File: src/fdc_pkg.sv
/*
 * floppy disk controller shared definitions
 * register map, command kinds, timing constants and disk geometry
 */
package fdc_pkg;

	// ==================================================
	// host register map
	// ==================================================

	localparam logic [1:0] A_STATUS  = 2'd0; // read side of address 0
	localparam logic [1:0] A_COMMAND = 2'd0; // write side of address 0
	localparam logic [1:0] A_TRACK   = 2'd1;
	localparam logic [1:0] A_SECTOR  = 2'd2;
	localparam logic [1:0] A_DATA    = 2'd3;

	// command kinds after decode of the top nibble
	typedef enum logic [2:0] {
		CMD_NONE,
		CMD_RESTORE,
		CMD_SEEK,
		CMD_STEP,
		CMD_STEP_IN,
		CMD_STEP_OUT,
		CMD_READ,
		CMD_ABORT
	} cmd_kind_t;

	// ==================================================
	// timing, in clk_sys cycles
	// ==================================================

	localparam logic [7:0] SETTLE_CYCLES   = 8'd64;   // busy time of positioning commands
	localparam logic [5:0] SEARCH_CYCLES   = 6'd32;   // delay before the sector check
	localparam logic [3:0] BYTE_GAP_CYCLES = 4'd8;    // pause after a byte is taken
	localparam logic [9:0] LOST_CYCLES     = 10'd512; // drq watchdog

	// ==================================================
	// disk image geometry
	// ==================================================

	localparam int IMG_AW = 20; // 1 MiB image

	// indexed by size_code 0..5
	localparam logic [0:5][7:0] GEOM_SPT = {
		8'd26, 8'd16, 8'd9, 8'd5, 8'd10, 8'd18
	};

	// sector size is 128 << code
	localparam logic [0:5][1:0] GEOM_SIZE_CODE = {
		2'd0, 2'd1, 2'd2, 2'd3, 2'd2, 2'd1
	};

endpackage

File: src/fdc_cmd_decode.sv
/*
 * host register decode
 * splits bus strobes by address, classifies commands, holds the
 * data register and drives the readback mux
 */
`timescale 1ns/1ns

module fdc_cmd_decode import fdc_pkg::*; (
	input  logic       clk_sys,
	input  logic       rst_n,
	input  logic       rd,
	input  logic       wr,
	input  logic [1:0] addr,
	input  logic [7:0] din,
	input  logic       busy,
	input  logic [7:0] status_byte,
	input  logic [7:0] track_reg,
	input  logic [7:0] sector_reg,
	input  logic [7:0] xfer_byte,
	input  logic       xfer_active,
	output logic [7:0] dout,
	output logic       cmd_valid,
	output cmd_kind_t  cmd_kind,
	output logic       cmd_flag_u,
	output logic       cmd_hld,
	output logic       cmd_dir,
	output logic       track_wr,
	output logic       sector_wr,
	output logic [7:0] wr_byte,
	output logic [7:0] data_reg,
	output logic       data_taken,
	output logic       status_taken
);

	logic is_abort;

	assign is_abort = (din[7:4] == 4'hD); // force interrupt gets through while busy

	// ==================================================
	// write side
	// ==================================================

	always_comb begin
		case (din[7:4])
			4'h0:       cmd_kind = CMD_RESTORE;
			4'h1:       cmd_kind = CMD_SEEK;
			4'h2, 4'h3: cmd_kind = CMD_STEP;
			4'h4, 4'h5: cmd_kind = CMD_STEP_IN;
			4'h6, 4'h7: cmd_kind = CMD_STEP_OUT;
			4'h8, 4'h9: cmd_kind = CMD_READ;
			4'hD:       cmd_kind = CMD_ABORT;
			default:    cmd_kind = CMD_NONE; // write and track ops are no-ops
		endcase
	end

	assign cmd_valid  = wr && (addr == A_COMMAND) && (!busy || is_abort);
	assign cmd_flag_u = din[4]; // track update or multi-sector read
	assign cmd_hld    = din[3];
	assign cmd_dir    = din[5];

	assign track_wr  = wr && (addr == A_TRACK) && !busy;
	assign sector_wr = wr && (addr == A_SECTOR) && !busy;
	assign wr_byte   = din;

	always_ff @(posedge clk_sys or negedge rst_n) begin
		if (!rst_n)
			data_reg <= 8'd0;
		else if (wr && (addr == A_DATA))
			data_reg <= din;
	end

	// ==================================================
	// read side
	// ==================================================

	assign data_taken   = rd && (addr == A_DATA);
	assign status_taken = rd && (addr == A_STATUS);

	always_comb begin
		case (addr)
			A_STATUS: dout = status_byte;
			A_TRACK:  dout = track_reg;
			A_SECTOR: dout = sector_reg;
			default:  dout = xfer_active ? xfer_byte : data_reg;
		endcase
	end

endmodule

File: src/fdc_head_ctrl.sv
/*
 * head positioning
 * keeps the physical head track, the track register and the last
 * step direction, and holds seek_busy for the settle time
 */
`timescale 1ns/1ns

module fdc_head_ctrl import fdc_pkg::*; (
	input  logic       clk_sys,
	input  logic       rst_n,
	input  logic       cmd_valid,
	input  cmd_kind_t  cmd_kind,
	input  logic       cmd_flag_u,
	input  logic       cmd_dir,
	input  logic [7:0] data_reg,
	input  logic       track_wr,
	input  logic [7:0] wr_byte,
	output logic [7:0] disk_track,
	output logic [7:0] track_reg,
	output logic       seek_busy,
	output logic       seek_done
);

	logic       step_dir;   // 1 = out, towards track 0
	logic       step_out;
	logic [7:0] next_track;
	logic [7:0] settle_cnt;
	logic       is_pos;

	assign is_pos = cmd_kind inside {CMD_RESTORE, CMD_SEEK, CMD_STEP,
		CMD_STEP_IN, CMD_STEP_OUT};

	// plain step reuses the remembered direction
	always_comb begin
		step_out = step_dir;
		if (cmd_kind == CMD_STEP_IN || cmd_kind == CMD_STEP_OUT)
			step_out = cmd_dir;
		if (step_out)
			next_track = (disk_track == 8'd0) ? 8'd0 : disk_track - 8'd1; // track 0 stop
		else
			next_track = disk_track + 8'd1;
	end

	assign seek_done = seek_busy && (settle_cnt == 8'd0); // same cycle busy drops

	always_ff @(posedge clk_sys or negedge rst_n) begin
		if (!rst_n) begin
			disk_track <= 8'd0;
			track_reg  <= 8'd0;
			step_dir   <= 1'b0;
			seek_busy  <= 1'b0;
			settle_cnt <= 8'd0;
		end else if (cmd_valid && cmd_kind == CMD_ABORT) begin
			seek_busy  <= 1'b0;
			settle_cnt <= 8'd0;
		end else if (cmd_valid && is_pos) begin
			seek_busy  <= 1'b1;
			settle_cnt <= SETTLE_CYCLES - 8'd1;
			case (cmd_kind)
				CMD_RESTORE: begin
					disk_track <= 8'd0;
					track_reg  <= 8'd0;
				end
				CMD_SEEK: begin
					disk_track <= data_reg; // target comes from the data register
					track_reg  <= data_reg;
				end
				default: begin
					disk_track <= next_track;
					if (cmd_flag_u)
						track_reg <= next_track;
					if (cmd_kind != CMD_STEP)
						step_dir <= cmd_dir;
				end
			endcase
		end else begin
			if (track_wr)
				track_reg <= wr_byte;
			if (seek_done)
				seek_busy <= 1'b0;
			else if (seek_busy)
				settle_cnt <= settle_cnt - 8'd1;
		end
	end

endmodule

File: src/fdc_sector_read.sv
/*
 * sector read engine
 * checks the requested sector, fetches bytes from the image RAM,
 * runs DRQ with the lost-data watchdog and walks multi-sector reads
 */
`timescale 1ns/1ns

module fdc_sector_read import fdc_pkg::*; (
	input  logic              clk_sys,
	input  logic              rst_n,
	input  logic              cmd_valid,
	input  cmd_kind_t         cmd_kind,
	input  logic              cmd_flag_u,
	input  logic [7:0]        disk_track,
	input  logic              side,
	input  logic [2:0]        size_code,
	input  logic              drive_ready,
	input  logic              sector_wr,
	input  logic [7:0]        wr_byte,
	input  logic              data_taken,
	input  logic [7:0]        buff_din,
	output logic [7:0]        sector_reg,
	output logic [IMG_AW-1:0] buff_addr,
	output logic              buff_rd,
	output logic [7:0]        xfer_byte,
	output logic              xfer_active,
	output logic              drq,
	output logic              read_busy,
	output logic              read_done,
	output logic              err_rnf,
	output logic              err_lost
);

	typedef enum logic [2:0] {
		S_IDLE, S_SEARCH, S_FETCH, S_LOAD, S_DRQ, S_GAP, S_DONE
	} rd_state_t;

	rd_state_t         state;
	logic [9:0]        tmr;      // shared by search, drq and gap waits
	logic [9:0]        byte_idx;
	logic              multi;
	logic              rnf;
	logic [2:0]        geom;
	logic [7:0]        spt;
	logic [1:0]        code;
	logic [10:0]       sec_size;
	logic [IMG_AW-1:0] lin_sector;
	logic              sec_bad;
	logic              last_byte;

	// ==================================================
	// geometry and image address
	// ==================================================

	assign geom     = (size_code > 3'd5) ? 3'd0 : size_code;
	assign spt      = GEOM_SPT[geom];
	assign code     = GEOM_SIZE_CODE[geom];
	assign sec_size = 11'd128 << code;

	// sectors are numbered from 1
	assign lin_sector = IMG_AW'({disk_track, side}) * IMG_AW'(spt)
		+ IMG_AW'(sector_reg) - IMG_AW'(1);
	assign buff_addr  = (lin_sector << (code + 4'd7)) + IMG_AW'(byte_idx);

	assign sec_bad   = (sector_reg == 8'd0) || (sector_reg > spt) || !drive_ready;
	assign last_byte = ({1'b0, byte_idx} == sec_size - 11'd1);

	assign buff_rd     = (state == S_FETCH);
	assign drq         = (state == S_DRQ);
	assign xfer_active = state inside {S_FETCH, S_LOAD, S_DRQ, S_GAP};
	assign read_busy   = (state != S_IDLE);
	assign read_done   = (state == S_DONE);
	assign err_rnf     = read_done && rnf;
	assign err_lost    = drq && !data_taken && (tmr == 10'd0); // byte skipped

	// ==================================================
	// control FSM
	// ==================================================

	always_ff @(posedge clk_sys or negedge rst_n) begin
		if (!rst_n) begin
			state      <= S_IDLE;
			tmr        <= 10'd0;
			byte_idx   <= 10'd0;
			multi      <= 1'b0;
			rnf        <= 1'b0;
			sector_reg <= 8'd1;
		end else if (cmd_valid && cmd_kind == CMD_ABORT) begin
			state <= S_IDLE;
		end else begin
			if (sector_wr)
				sector_reg <= wr_byte;
			case (state)
				S_IDLE: if (cmd_valid && cmd_kind == CMD_READ) begin
					multi <= cmd_flag_u;
					rnf   <= 1'b0;
					tmr   <= 10'(SEARCH_CYCLES) - 10'd1;
					state <= S_SEARCH;
				end
				S_SEARCH: if (tmr != 10'd0) begin
					tmr <= tmr - 10'd1;
				end else if (sec_bad) begin
					rnf   <= 1'b1; // also covers drive not ready
					state <= S_DONE;
				end else begin
					byte_idx <= 10'd0;
					state    <= S_FETCH;
				end
				S_FETCH: state <= S_LOAD; // RAM answers next cycle
				S_LOAD: begin
					tmr   <= LOST_CYCLES - 10'd1;
					state <= S_DRQ;
				end
				S_DRQ: if (data_taken || tmr == 10'd0) begin
					tmr   <= 10'(BYTE_GAP_CYCLES) - 10'd1;
					state <= S_GAP;
				end else begin
					tmr <= tmr - 10'd1;
				end
				S_GAP: if (tmr != 10'd0) begin
					tmr <= tmr - 10'd1;
				end else if (!last_byte) begin
					byte_idx <= byte_idx + 10'd1;
					state    <= S_FETCH;
				end else if (multi) begin
					sector_reg <= sector_reg + 8'd1; // ends with rnf past spt
					tmr        <= 10'(SEARCH_CYCLES) - 10'd1;
					state      <= S_SEARCH;
				end else begin
					state <= S_DONE;
				end
				default: state <= S_IDLE; // S_DONE
			endcase
		end
	end

	always_ff @(posedge clk_sys) begin
		if (state == S_LOAD)
			xfer_byte <= buff_din;
	end

endmodule

File: src/fdc_status.sv
/*
 * result stage
 * merges execute busy flags, latches error bits, builds the status
 * byte and drives the interrupt request
 */
`timescale 1ns/1ns

module fdc_status import fdc_pkg::*; (
	input  logic       clk_sys,
	input  logic       rst_n,
	input  logic       cmd_valid,
	input  cmd_kind_t  cmd_kind,
	input  logic       cmd_hld,
	input  logic       seek_busy,
	input  logic       read_busy,
	input  logic       seek_done,
	input  logic       read_done,
	input  logic       err_rnf,
	input  logic       err_lost,
	input  logic       drq,
	input  logic       drive_ready,
	input  logic [7:0] disk_track,
	input  logic       status_taken,
	output logic       busy,
	output logic       intrq,
	output logic [7:0] status_byte
);

	logic cmd_mode;    // 0 type I, 1 type II
	logic head_loaded;
	logic seek_err;
	logic lost_data;
	logic track0;
	logic abort;

	assign busy   = seek_busy | read_busy;
	assign track0 = (disk_track == 8'd0);
	assign abort  = cmd_valid && (cmd_kind == CMD_ABORT);

	always_ff @(posedge clk_sys or negedge rst_n) begin
		if (!rst_n) begin
			cmd_mode    <= 1'b0;
			head_loaded <= 1'b0;
			seek_err    <= 1'b0;
			lost_data   <= 1'b0;
			intrq       <= 1'b0;
		end else begin
			if (cmd_valid) begin
				case (cmd_kind)
					CMD_NONE: ;
					CMD_READ: begin
						cmd_mode  <= 1'b1;
						seek_err  <= 1'b0;
						lost_data <= 1'b0;
					end
					CMD_ABORT: begin
						cmd_mode  <= 1'b0;
						seek_err  <= 1'b0;
						lost_data <= 1'b0;
					end
					default: begin // positioning
						cmd_mode    <= 1'b0;
						head_loaded <= cmd_hld;
						seek_err    <= 1'b0;
					end
				endcase
			end
			if (err_rnf)
				seek_err <= 1'b1;
			if (err_lost)
				lost_data <= 1'b1;
			if (seek_done || read_done || abort) // set wins over clear
				intrq <= 1'b1;
			else if (status_taken || cmd_valid)
				intrq <= 1'b0;
		end
	end

	// write protect, crc and index bits stay 0
	assign status_byte = cmd_mode ?
		{~drive_ready, 1'b0, 1'b0, seek_err, 1'b0, lost_data, drq, busy} :
		{~drive_ready, 1'b0, head_loaded, seek_err, 1'b0, track0, 1'b0, busy};

endmodule

File: src/fdc_top.sv
/*
 * floppy disk controller top level
 * WD179x style register set over a byte image RAM
 */
`timescale 1ns/1ns

module fdc_top import fdc_pkg::*; (
	input  logic              clk_sys,
	input  logic              rst_n,
	input  logic              rd,
	input  logic              wr,
	input  logic [1:0]        addr,
	input  logic [7:0]        din,
	output logic [7:0]        dout,
	output logic              drq,
	output logic              intrq,
	output logic              busy,
	input  logic [2:0]        size_code,
	input  logic              side,
	input  logic              drive_ready,
	output logic [IMG_AW-1:0] buff_addr,
	output logic              buff_rd,
	input  logic [7:0]        buff_din
);

	logic       cmd_valid;
	cmd_kind_t  cmd_kind;
	logic       cmd_flag_u;
	logic       cmd_hld;
	logic       cmd_dir;
	logic       track_wr;
	logic       sector_wr;
	logic [7:0] wr_byte;
	logic [7:0] data_reg;
	logic       data_taken;
	logic       status_taken;
	logic [7:0] status_byte;
	logic [7:0] track_reg;
	logic [7:0] sector_reg;
	logic [7:0] disk_track;
	logic [7:0] xfer_byte;
	logic       xfer_active;
	logic       seek_busy;
	logic       seek_done;
	logic       read_busy;
	logic       read_done;
	logic       err_rnf;
	logic       err_lost;

	fdc_cmd_decode u_decode (
		.clk_sys(clk_sys), .rst_n(rst_n), .rd(rd), .wr(wr), .addr(addr), .din(din),
		.busy(busy), .status_byte(status_byte), .track_reg(track_reg),
		.sector_reg(sector_reg), .xfer_byte(xfer_byte), .xfer_active(xfer_active),
		.dout(dout), .cmd_valid(cmd_valid), .cmd_kind(cmd_kind), .cmd_flag_u(cmd_flag_u),
		.cmd_hld(cmd_hld), .cmd_dir(cmd_dir), .track_wr(track_wr), .sector_wr(sector_wr),
		.wr_byte(wr_byte), .data_reg(data_reg), .data_taken(data_taken),
		.status_taken(status_taken)
	);

	fdc_head_ctrl u_head (
		.clk_sys(clk_sys), .rst_n(rst_n), .cmd_valid(cmd_valid), .cmd_kind(cmd_kind),
		.cmd_flag_u(cmd_flag_u), .cmd_dir(cmd_dir), .data_reg(data_reg),
		.track_wr(track_wr), .wr_byte(wr_byte), .disk_track(disk_track),
		.track_reg(track_reg), .seek_busy(seek_busy), .seek_done(seek_done)
	);

	fdc_sector_read u_read (
		.clk_sys(clk_sys), .rst_n(rst_n), .cmd_valid(cmd_valid), .cmd_kind(cmd_kind),
		.cmd_flag_u(cmd_flag_u), .disk_track(disk_track), .side(side),
		.size_code(size_code), .drive_ready(drive_ready), .sector_wr(sector_wr),
		.wr_byte(wr_byte), .data_taken(data_taken), .buff_din(buff_din),
		.sector_reg(sector_reg), .buff_addr(buff_addr), .buff_rd(buff_rd),
		.xfer_byte(xfer_byte), .xfer_active(xfer_active), .drq(drq),
		.read_busy(read_busy), .read_done(read_done), .err_rnf(err_rnf),
		.err_lost(err_lost)
	);

	fdc_status u_status (
		.clk_sys(clk_sys), .rst_n(rst_n), .cmd_valid(cmd_valid), .cmd_kind(cmd_kind),
		.cmd_hld(cmd_hld), .seek_busy(seek_busy), .read_busy(read_busy),
		.seek_done(seek_done), .read_done(read_done), .err_rnf(err_rnf),
		.err_lost(err_lost), .drq(drq), .drive_ready(drive_ready),
		.disk_track(disk_track), .status_taken(status_taken), .busy(busy),
		.intrq(intrq), .status_byte(status_byte)
	);

endmodule

File: config.mk
export PLATFORM = sky130hd
export DESIGN_NAME = fdc_top
export DESIGN_NICKNAME = d
export VERILOG_FILES = /design/src/fdc_pkg.sv /design/src/fdc_cmd_decode.sv /design/src/fdc_head_ctrl.sv /design/src/fdc_sector_read.sv /design/src/fdc_status.sv /design/src/fdc_top.sv
export SDC_FILE = /design/constraint.sdc
export NUM_CORES = 1
export LEC_CHECK = 0
export BUFFER_PORTS_ARGS = -buffer_cell sky130_fd_sc_hd__buf_2
export CORE_MARGIN = 2
export CORE_UTILIZATION = 35
export DETAILED_ROUTE_END_ITERATION = 7
export GPL_ROUTABILITY_DRIVEN = 0
export RECOVER_POWER = 100
export SETUP_SLACK_MARGIN = 0.05
export SLEW_MARGIN = 20
export SYNTH_ARGS = -nofsm -noshare
export SYNTH_HDL_FRONTEND = slang
export SYNTH_SLANG_ARGS = --single-unit
File: constraint.sdc
create_clock -name clk_sys -period 14.8 [get_ports clk_sys]
set_clock_uncertainty 0.2 [all_clocks]
set_input_delay 2.96 -clock clk_sys [delete_from_list [all_inputs] [get_ports clk_sys]]
set_output_delay 2.96 -clock clk_sys [all_outputs]
set_load 0.02 [all_outputs]
==> Word level (Yosys, flattened, before mapping) <==
Memory sizes are Yosys's and may differ from the RTL's.
Index checks and enable logic that the tools add are counted.
{ "op_classes": {"n_addsub": 11, "multipliers": 1, "n_div": 0, "magnitude_cmp": 3, "n_eq_ne": 35, "shift": 2, "mux": 62, "n_bitwise": 7, "n_reduce_logical": 64} }
{ "op_table": {"columns": ["cell", "n"], "rows": [
  ["two-way mux 8 bit", 17],
  ["two-way mux 10 bit", 10],
  ["case mux 10 bit (5 select lines)", 1],
  ["case mux 8 bit (2 select lines)", 2],
  ["two-way mux 3 bit", 9],
  ["zero test 8 bit", 3],
  ["case mux 8 bit (3 select lines)", 1],
  ["== test 3 bit, second input constant", 7],
  ["adder 20 x 10 -> 20 bit", 1],
  ["case mux 10 bit (2 select lines)", 1],
  ["left shift 20 x 4 -> 20 bit", 1],
  ["subtractor 20 x 1 -> 20 bit, second input constant", 1],
  ["adder 17 x 8 -> 18 bit", 1],
  ["inequality test 3 x 2 -> 1 bit, second input constant", 6],
  ["case mux 3 bit (6 select lines)", 1],
  ["multiplier 9 x 8 -> 17 bit", 1],
  ["adder 8 x 1 -> 8 bit, second input constant", 2],
  ["logical AND 1 bit", 16],
  ["subtractor 8 x 1 -> 8 bit, second input constant", 2],
  ["two-way mux 1 bit", 15],
  ["nonzero test 2 bit", 7],
  ["== test 3 x 2 -> 1 bit, second input constant", 4],
  ["AND reduction 2 bit", 6],
  ["AND reduction 6 bit", 2],
  ["other kinds (38)", 68]
]} }
{ "totals": {"ff_bits": 80, "latchBits": 0, "ram_bits": 0, "mem_bits_ro": 128, "inputBits": 27, "out_inout_bits": 32, "word_cells": 206, "mem_count": 3} }
{ "memory_table": {"columns": ["name", "depth", "word_bits", "read_ports", "rd_clocked_by_memory_dff", "wr", "line", "text"], "rows": [
  ["(name not given)", 8, 8, 1, 0, 0, "fdc_sector_read.sv:56", "assign spt = GEOM_SPT[geom];"],
  ["(name not given)", 16, 3, 1, 0, 0, "fdc_cmd_decode.sv:44", "case (din[7:4])"],
  ["(name not given)", 8, 2, 1, 0, 0, "fdc_sector_read.sv:57", "assign code = GEOM_SIZE_CODE[geom];"]
]} }

==> Logic depth before layout (Yosys ltp) <==
Gate-level depths: netlist of run 1.
{ "depth": {"word_depth": 13, "ltp_mapped": 27, "depth_no_buf": 24} }

==> By module <==
A second synthesis of run 1 with hierarchy kept.
{ "hier_totals": {"cells_unflattened": 1054, "hier_area_um2": 8887.3} }
{ "modules_own_cells": {"columns": ["mod", "instances", "cells_each", "area_per_inst_um2", "seq_area_each_um2"], "rows": [
  ["fdc_sector_read", 1, 720, 5944.5, 1067.3],
  ["fdc_head_ctrl", 1, 206, 1752.9, 650.6],
  ["fdc_cmd_decode", 1, 93, 875.8, 200.2],
  ["fdc_status", 1, 35, 314.1, 125.1]
]} }

==> Worst setup path after synthesis of run 1 <==
Ideal clock, no wire load.
{ "synth_path": {"path_type": "input-to-output", "start": "input size_code[0]", "end": "output buff_addr[18]", "arrival_time_ns": 9.236, "required_time_ns": 11.640, "setup_slack_ns": 2.404, "path_stages": 25, "path_buffers": 4, "path_cell_list": "clkbuf_1 nand2_1 clkinv_1 clkbuf_1 clkbuf_1 nor2_1 fa_1 fa_1 ha_1 inv_1 fa_1 inv_1 ha_1 buf_4 a21oi_2 o221ai_1 or3b_1 or4_4 xnor2_2 a211o_1 a22o_1 nor4b_2 and2_2 and4bb_1 xor2_1"} }
{ "synth_between": {"elab_chain_cells": 11, "elab_cells_between_ends": 15, "cone_classes": "add/sub (4); mul (1); order compare (1); shift (1); mux (5); bitwise (1); memory (2)"} }
{ "synth_rtl": {"columns": ["item", "line", "text"], "rows": [
  ["start, declared", "fdc_top.sv:18", "input logic [2:0] size_code,"],
  ["> comparator 3 bit", "fdc_sector_read.sv:55", "assign geom = (size_code > 3'd5) ? 3'd0 : size_code;"],
  ["two-way mux 3 bit (*)", "fdc_sector_read.sv:55", null],
  ["NOT 3 -> 4 bit (not written as such) (*)", "fdc_sector_read.sv:56, fdc_sector_read.sv:57", null],
  ["memory (8 x 8 bit)", null, null],
  ["two-way mux 8 bit (not written as such) (2 in a row)", "fdc_sector_read.sv:56", null],
  ["multiplier 9 x 8 -> 17 bit", "fdc_sector_read.sv:61", "assign lin_sector = IMG_AW'({disk_track, side}) * IMG_AW'(spt)"],
  ["adder 17 x 8 -> 18 bit", "fdc_sector_read.sv:62", "+ IMG_AW'(sector_reg) - IMG_AW'(1);"],
  ["subtractor 20 x 1 -> 20 bit", "fdc_sector_read.sv:62", null],
  ["left shift 20 x 4 -> 20 bit (*)", "fdc_sector_read.sv:63", "assign buff_addr = (lin_sector << (code + 4'd7)) + IMG_AW'(byte_idx);"],
  ["adder 20 x 10 -> 20 bit (*)", "fdc_sector_read.sv:63", null],
  ["end, declared", "fdc_top.sv:21", "output logic [IMG_AW-1:0] buff_addr,"]
]} }
Every way passes the cells marked *; elsewhere a longest branch is shown, timed or not. The select of a mux whose other input is x is not followed.

==> Final worst setup path of run 1 <==
{ "layout_path": {"start": "input size_code[1]", "end": "output buff_addr[18]"} }
Same word-level chain as after synthesis.

==> flow_metrics.py, run 1 <==
metrics = {
    "routing": {
        "wl_per_cell_um": 15.05,
        "num_vias": 7389,
        "drc": 0,
        "drt-vias-per-instance": 5.316,
        "firstDrtPassIters": 5,
        "drt_iter0_drc": 403,
        "ant_nets": 0,
        "wl_mm": 20.92,
    },
    "grt": {
        "grt_pass1_wl_mm": 35.58,
        "grt_pass1_vias": 7031,
        "grt_max_degree": 73,
        "antenna_found_initial": 0,
        "overflow": 0,
        "grtUsageTotal": 0.1745,
    },
    "finish": {
        "final_cell_area_um2": 9123,
        "fillers": 2437,
        "top_regs": "u_read.byte_idx: 10 flops, u_read.tmr: 10 flops",
        "num-nets-final": 1181,
        "syn2layout_area_growth_pct": 10.10,
        "drive_above_1_share": 0.07843,
        "antenna-diode-count": 0,
    },
    "clock_network": {
        "cts_buffers": 9,
        "cts_setup_buffers": 0,
        "clk_pin_slew_ns": 0.06,
        "cts_htree_levels": 3,
        "cts_tree": "built",
        "clock_path_buffers": 2,
        "clock_latency_ns": 0.33,
        "hold_buffers": 0,
        "cts_root_buf": "clkbuf_16",
        "clock_sinks": 80,
        "cts_resized": 0,
    },
    "worst_setup_path": {
        "rr_endpoint": "u_read.byte_idx[8]",
        "start_kind": "input pin",
        "cp_max_fo": 19,
        "worstPathRequired_ns": 11.64,
        "cp-end-kind": "primary output",
        "critPathKind": "input pin to primary output",
        "r2r_slack_ns": 11.10,
        "arrival_ns": 9.99,
        "reg2reg_from": "u_read.tmr[4]",
        "reg2reg_depth": 7,
    },
    "timing": {
        "fin_tns_setup_ns": 0,
        "maxSlewHeadroom": -1.732,
        "finalWorstPathRequiredPeriod_ns": 13.15,
        "finalMaxSlewViolations": 73,
        "setup-violations-final": 0,
        "clock.fmax_ghz": 0.07607,
        "rsz0062_at_grt": "false",
        "report.final.hold_viol_count": 0,
        "min_period_over_period": 0.8882,
        "tightest_slew_ns": 4.097,
    },
    "place": {
        "dpl.hpwl_mm": 15.71,
        "dpl_cell_area_um2": 8866,
        "io_buffers": 58,
    },
    "synthesis": {
        "ys_types": 84,
        "async_flop_share": 0.9000,
        "synth-edff-count": 8,
        "synth_seq_cells": 80,
        "ys.flop_type": "dfrtp_1",
        "synth_area_um2": 8285,
        "synth_cells": 1034,
        "seq_area_frac_synth": 0.2466,
        "yosysWarnings": 0,
        "avgSynthCellArea_um2": 8.013,
    },
    "floorplan": {
        "coreArea_um2": 23330,
        "dieArea_um2": 24920,
        "die_x_um": 157.9,
        "rows": 56,
        "io-pin-count": 59,
        "die_y_um": 157.9,
        "initial_core_util": 0.3551,
    },
    "worst_hold_path": {
        "whs_path_depth": 2,
        "hold_path_end": "u_status.head_loaded",
        "min_from": "u_status.head_loaded",
        "min_path_type": "register to register",
    },
    "power": {
        "p_per_area_nw_per_um2": 219.1,
        "power.leakage_nw": 4.139,
        "peakVddDrop_uv": 124.4,
    },
    "status": {
        "status": "finished, violations left",
        "violations": "capacitance limit, slew limit",
    },
    "job": {
        "drv_cap": 1,
    },
}
## power by group
part | leakage, nW | internal, mW | switching (mW)
registers | 0.977 | 0.289 | 0.101
clock network | 0.149 | 0.149 | 0.0920
logic | 3.01 | 0.538 | 0.830
total | 4.14 | 0.975 | 1.02
## Yosys cell counts (all sizes together), types with 9 or more instances
library cell | number | area share
a31oi | 18 | 0.014
nand4 | 14 | 0.011
o21a | 10 | 0.0091
and3 | 17 | 0.013
fa | 31 | 0.075
inv | 95 | 0.043
a21o | 11 | 0.010
clkbuf | 44 | 0.020
o21ai | 72 | 0.043
nor3b | 12 | 0.011
mux2 | 16 | 0.022
nor3 | 22 | 0.014
a211oi | 12 | 0.011
nand2b | 9 | 0.0068
nand3 | 25 | 0.015
xor2 | 16 | 0.017
or3 | 11 | 0.0083
dfrtp | 71 | 0.21
xnor2 | 34 | 0.037
nand2 | 102 | 0.046
ha | 57 | 0.086
a21oi | 53 | 0.033
and2 | 28 | 0.021
nor2 | 117 | 0.053
## placed cells by master (no fill, tap or decap), types with 12 or more instances in the layout
cell type  count
a211oi_1      12
a21oi_1       51
a31oi_1       18
and2_1        24
and3_1        17
buf_2         27
clkbuf_1      37
dfrtp_1       71
fa_1          31
ha_1          57
inv_1         95
mux2_2        16
nand2_1      102
nand3_1       25
nand4_1       14
nor2_1       117
nor3_1        21
nor3b_1       12
o21ai_0       71
xnor2_1       33
xor2_1        16
## kinds of logic after synthesis
kind of cell | share of synthesized area
buffers and inverters | 0.06705
other | 0.0009064
adders and majority gates | 0.1610
muxes | 0.04228
and+or+nand+nor | 0.2306
AOI/OAI and AO/OA | 0.1978
xor gates and xnor gates | 0.05376
DFF | 0.2466
## metrics by stage
stage	instances	setup slack (ns)	hold WS, ns	utilization	power (mW)
final	1390	1.655	0.2794	0.3910	1.999
after detailed placement	1374	2.441	0.2677	0.3800	1.771
after global placement	1374	2.551	0.2561	0.3800	1.753
after CTS	1390	2.431	0.2836	0.3938	2.020
after global routing	1390	1.139	0.3058	0.3910	2.212
after floorplan	1037	2.404	0.2438	-	1.476
## cell type report
type	instances	area, um^2	share of cell area
Clock inverter	6	92.59	0.01015
Clock buffer	10	229.0	0.02510
Timing Repair Buffer	68	307.8	0.03374
Tap cell	319	399.1	0.04375
Inverter	96	360.3	0.03950
Multi-Input combinational cell	811	5690	0.6238
Sequential cell	80	2043	0.2240
## worst max path at each step
stage | startpoint | endpoint | slack, ns | cells past startpoint
6_report | size_code[1] | buff_addr[18] | 1.65 | 26
3_3_place_gp | size_code[1] | buff_addr[18] | 2.55 | 26
2_1_floorplan | size_code[0] | buff_addr[18] | 2.40 | 25
5_1_grt | size_code[1] | buff_addr[18] | 1.14 | 26
4_1_cts | size_code[1] | buff_addr[19] | 2.43 | 26
3_5_place_dp | size_code[1] | buff_addr[18] | 2.44 | 26
## critical path, stage by stage
cell	delay (ns)
clkbuf_1	0.14
nor2b_1	0.15
clkbuf_1	0.60
a21oi_1	0.08
clkbuf_1	0.30
inv_1	0.19
nor2_1	0.08
fa_1	0.46
fa_1	0.49
ha_1	0.29
inv_1	0.05
fa_1	0.53
inv_1	0.04
ha_1	0.43
or2b_1	0.23
nor2_1	0.05
or4_1	0.64
or4_1	0.54
a21oi_1	0.22
a211o_1	0.14
a22o_1	0.18
nor4b_1	0.32
and2_0	0.26
and4bb_1	0.23
xor2_1	0.14
clkbuf_1	0.24
## per-layer routing
metal  GRT usage  vias to the layer above  wire (um)
met5           0                        -          0
met4     0.04199                        0        195
met3     0.01533                       19        867
met2      0.2824                      171       9625
met1      0.2515                     3512      10230
li1            -                     3687          -
Power figures use the tool's default switching activity.
==> run 2, diff against run 1 <==
Settings changed: REMOVE_ABC_BUFFERS set to 1, SETUP_SLACK_MARGIN 0.05 to 0.15.
==> flow_metrics.py, run 2 (synthesis gave the netlist of run 1 again) <==
metrics = {
    "worst_setup_path": {
        "cp_max_fo": 19,
        "worstPathRequired_ns": 11.64,
        "arrival_ns": 9.86,
        "cp-end-kind": "primary output",
        "critPathKind": "input pin to primary output",
        "start_kind": "input pin",
    },
    "floorplan": {
        "io-pin-count": 59,
        "coreArea_um2": 23330,
        "rows": 56,
        "initial_core_util": 0.3551,
        "dieArea_um2": 24920,
        "die_x_um": 157.9,
        "die_y_um": 157.9,
    },
    "power": {
        "pwr-share-clk": 0.108,
        "peakVddDrop_uv": 90.49,
        "total_power_mw": 1.976,
        "p_per_area_nw_per_um2": 217.6,
        "p_int_mw": 0.9410,
        "p_sw_frac": 0.5237,
        "power_frac_comb": 0.695,
        "power.leakage_nw": 4.121,
        "p_sw_mw": 1.035,
        "seqPwrFrac": 0.198,
    },
    "timing": {
        "finalWorstSetupSlack_ns": 1.776,
        "report.final.hold_viol_count": 0,
        "maxSlewHeadroom": -1.709,
        "rsz0062_at_grt": "false",
        "tightest_slew_ns": 4.064,
        "clock.fmax_ghz": 0.07678,
        "finalMaxSlewViolations": 73,
        "fin_tns_setup_ns": 0,
        "setup-violations-final": 0,
        "min_period_over_period": 0.8800,
        "finalWorstPathRequiredPeriod_ns": 13.02,
    },
    "routing": {
        "drt_iter0_drc": 632,
        "num_vias": 7388,
        "wl_per_cell_um": 15.15,
        "drt-vias-per-instance": 5.315,
        "firstDrtPassIters": 6,
        "drc": 0,
        "wl_mm": 21.07,
        "ant_nets": 0,
    },
    "clock_network": {
        "hold_buffers": 0,
        "clock_latency_ns": 0.34,
        "clock_path_buffers": 2,
        "cts_setup_buffers": 0,
        "cts_tree": "built",
        "clk_pin_slew_ns": 0.06,
        "cts_buffers": 9,
        "cts_root_buf": "clkbuf_16",
        "cts_resized": 0,
        "clock_sinks": 80,
        "cts_htree_levels": 3,
    },
    "finish": {
        "antenna-diode-count": 0,
        "num-nets-final": 1181,
        "final_cell_mix": "nor2_1, nand2_1, inv_1, o21ai_0, dfrtp_1",
        "top_regs": "u_read.byte_idx: 10 flops, u_read.tmr: 10 flops",
        "layout_commonest_cell": "nor2_1",
        "multi_input_area_um2": 5690,
        "drive_above_1_share": 0.07843,
        "seq_area_um2": 2043,
        "fillers": 2392,
        "fin_cells": 1390,
        "syn2layout_area_growth_pct": 9.559,
    },
    "grt": {
        "grt_pass1_wl_mm": 35.37,
        "grtUsageTotal": 0.1738,
        "overflow": 0,
        "grt_max_degree": 73,
        "antenna_found_initial": 0,
        "grt_pass1_vias": 7039,
    },
    "place": {
        "dpl.hpwl_mm": 15.77,
        "detailedPlace.worstSlack_ns": 2.440,
        "dp_cells": 1374,
        "io_buffers": 58,
    },
    "job": {
        "drv_cap": 1,
    },
    "status": {
        "violations": "capacitance limit, slew limit",
        "status": "finished, violations left",
    },
    "worst_hold_path": {
        "min_path_type": "register to register",
    },
}
## run 2: cell types whose count changed in the layout (fill, tap and decap cells not counted)
cell and delta:
bufinv_16 -2, inv_6 +2, buf_4 -1, clkinv_1 +1, clkinv_4 +1, clkinvlp_4 -1
or2_0 -1, or2_2 +1
## run 2: metal layers
layer | routed length [um] | GRT usage | vias to the layer above
li1 | - | - | 3692
met3 | 792 | 0.01752 | 16
met2 | 9530 | 0.2812 | 159
met1 | 10500 | 0.2521 | 3521
met4 | 240 | 0.03420 | 0
met5 | 0 | 0 | -
## run 2: path summary, 6_finish.rpt
check	startpoint	cells past startpoint	end	slack (ns)
hold reg to reg	u_head.track_reg[2]	2	u_head.track_reg[2]	0.28
setup reg to reg	u_read.tmr[4]	7	u_read.byte_idx[8]	11.08
max in group asynchronous	rst_n	2	u_read.tmr[5]	8.18
setup / recovery	size_code[1]	26	buff_addr[18]	1.78
hold / removal	u_head.track_reg[2]	2	u_head.track_reg[2]	0.28
min in group asynchronous	rst_n	2	u_decode.data_reg[6]	3.94
## run 2: layout make-up
| type | count | area share |
|---|---|---|
| clock buffer | 9 | 0.02481 |
| clock inverter | 7 | 0.006065 |
| inverter | 96 | 0.03970 |
| multi-input combinational | 811 | 0.6269 |
| sequential | 80 | 0.2251 |
| tap | 319 | 0.04397 |
| timing repair buffer | 68 | 0.03349 |
## run 2: worst max-delay path: stages
cell and delay (ns):
clkbuf_1 0.12, nor2b_1 0.14, clkbuf_1 0.56, a21oi_1 0.08
clkbuf_1 0.27, inv_1 0.17, nor2_1 0.09, fa_1 0.46
fa_1 0.49, ha_1 0.29, inv_1 0.05, fa_1 0.52
inv_1 0.04, ha_1 0.43, or2b_1 0.23, nor2_1 0.05
or4_1 0.64, or4_1 0.54, a21oi_1 0.21, a211o_1 0.15
a22o_1 0.17, nor4b_1 0.34, and2_0 0.26, and4bb_1 0.22
xor2_1 0.14, clkbuf_1 0.24
## run 2: per-stage QoR
step                      utilization  cell area [um^2]  hold WS [ns]
after floorplan                     -              8102        0.2438
after global placement         0.3800              8866        0.2610
after detailed placement       0.3800              8866        0.2620
after CTS                      0.3920              9146        0.2777
after global routing           0.3891              9077        0.2952
final                          0.3891              9077        0.2761
## run 2: power by group through the flow
stage / combinational, mW / sequential, mW / clock [mW]
after floorplan: 1.09 / 0.356 / 0
after global placement: 1.37 / 0.391 / 0
after detailed placement: 1.38 / 0.391 / 0
after CTS: 1.39 / 0.388 / 0.217
after global routing: 1.55 / 0.402 / 0.227
final: 1.37 / 0.390 / 0.213
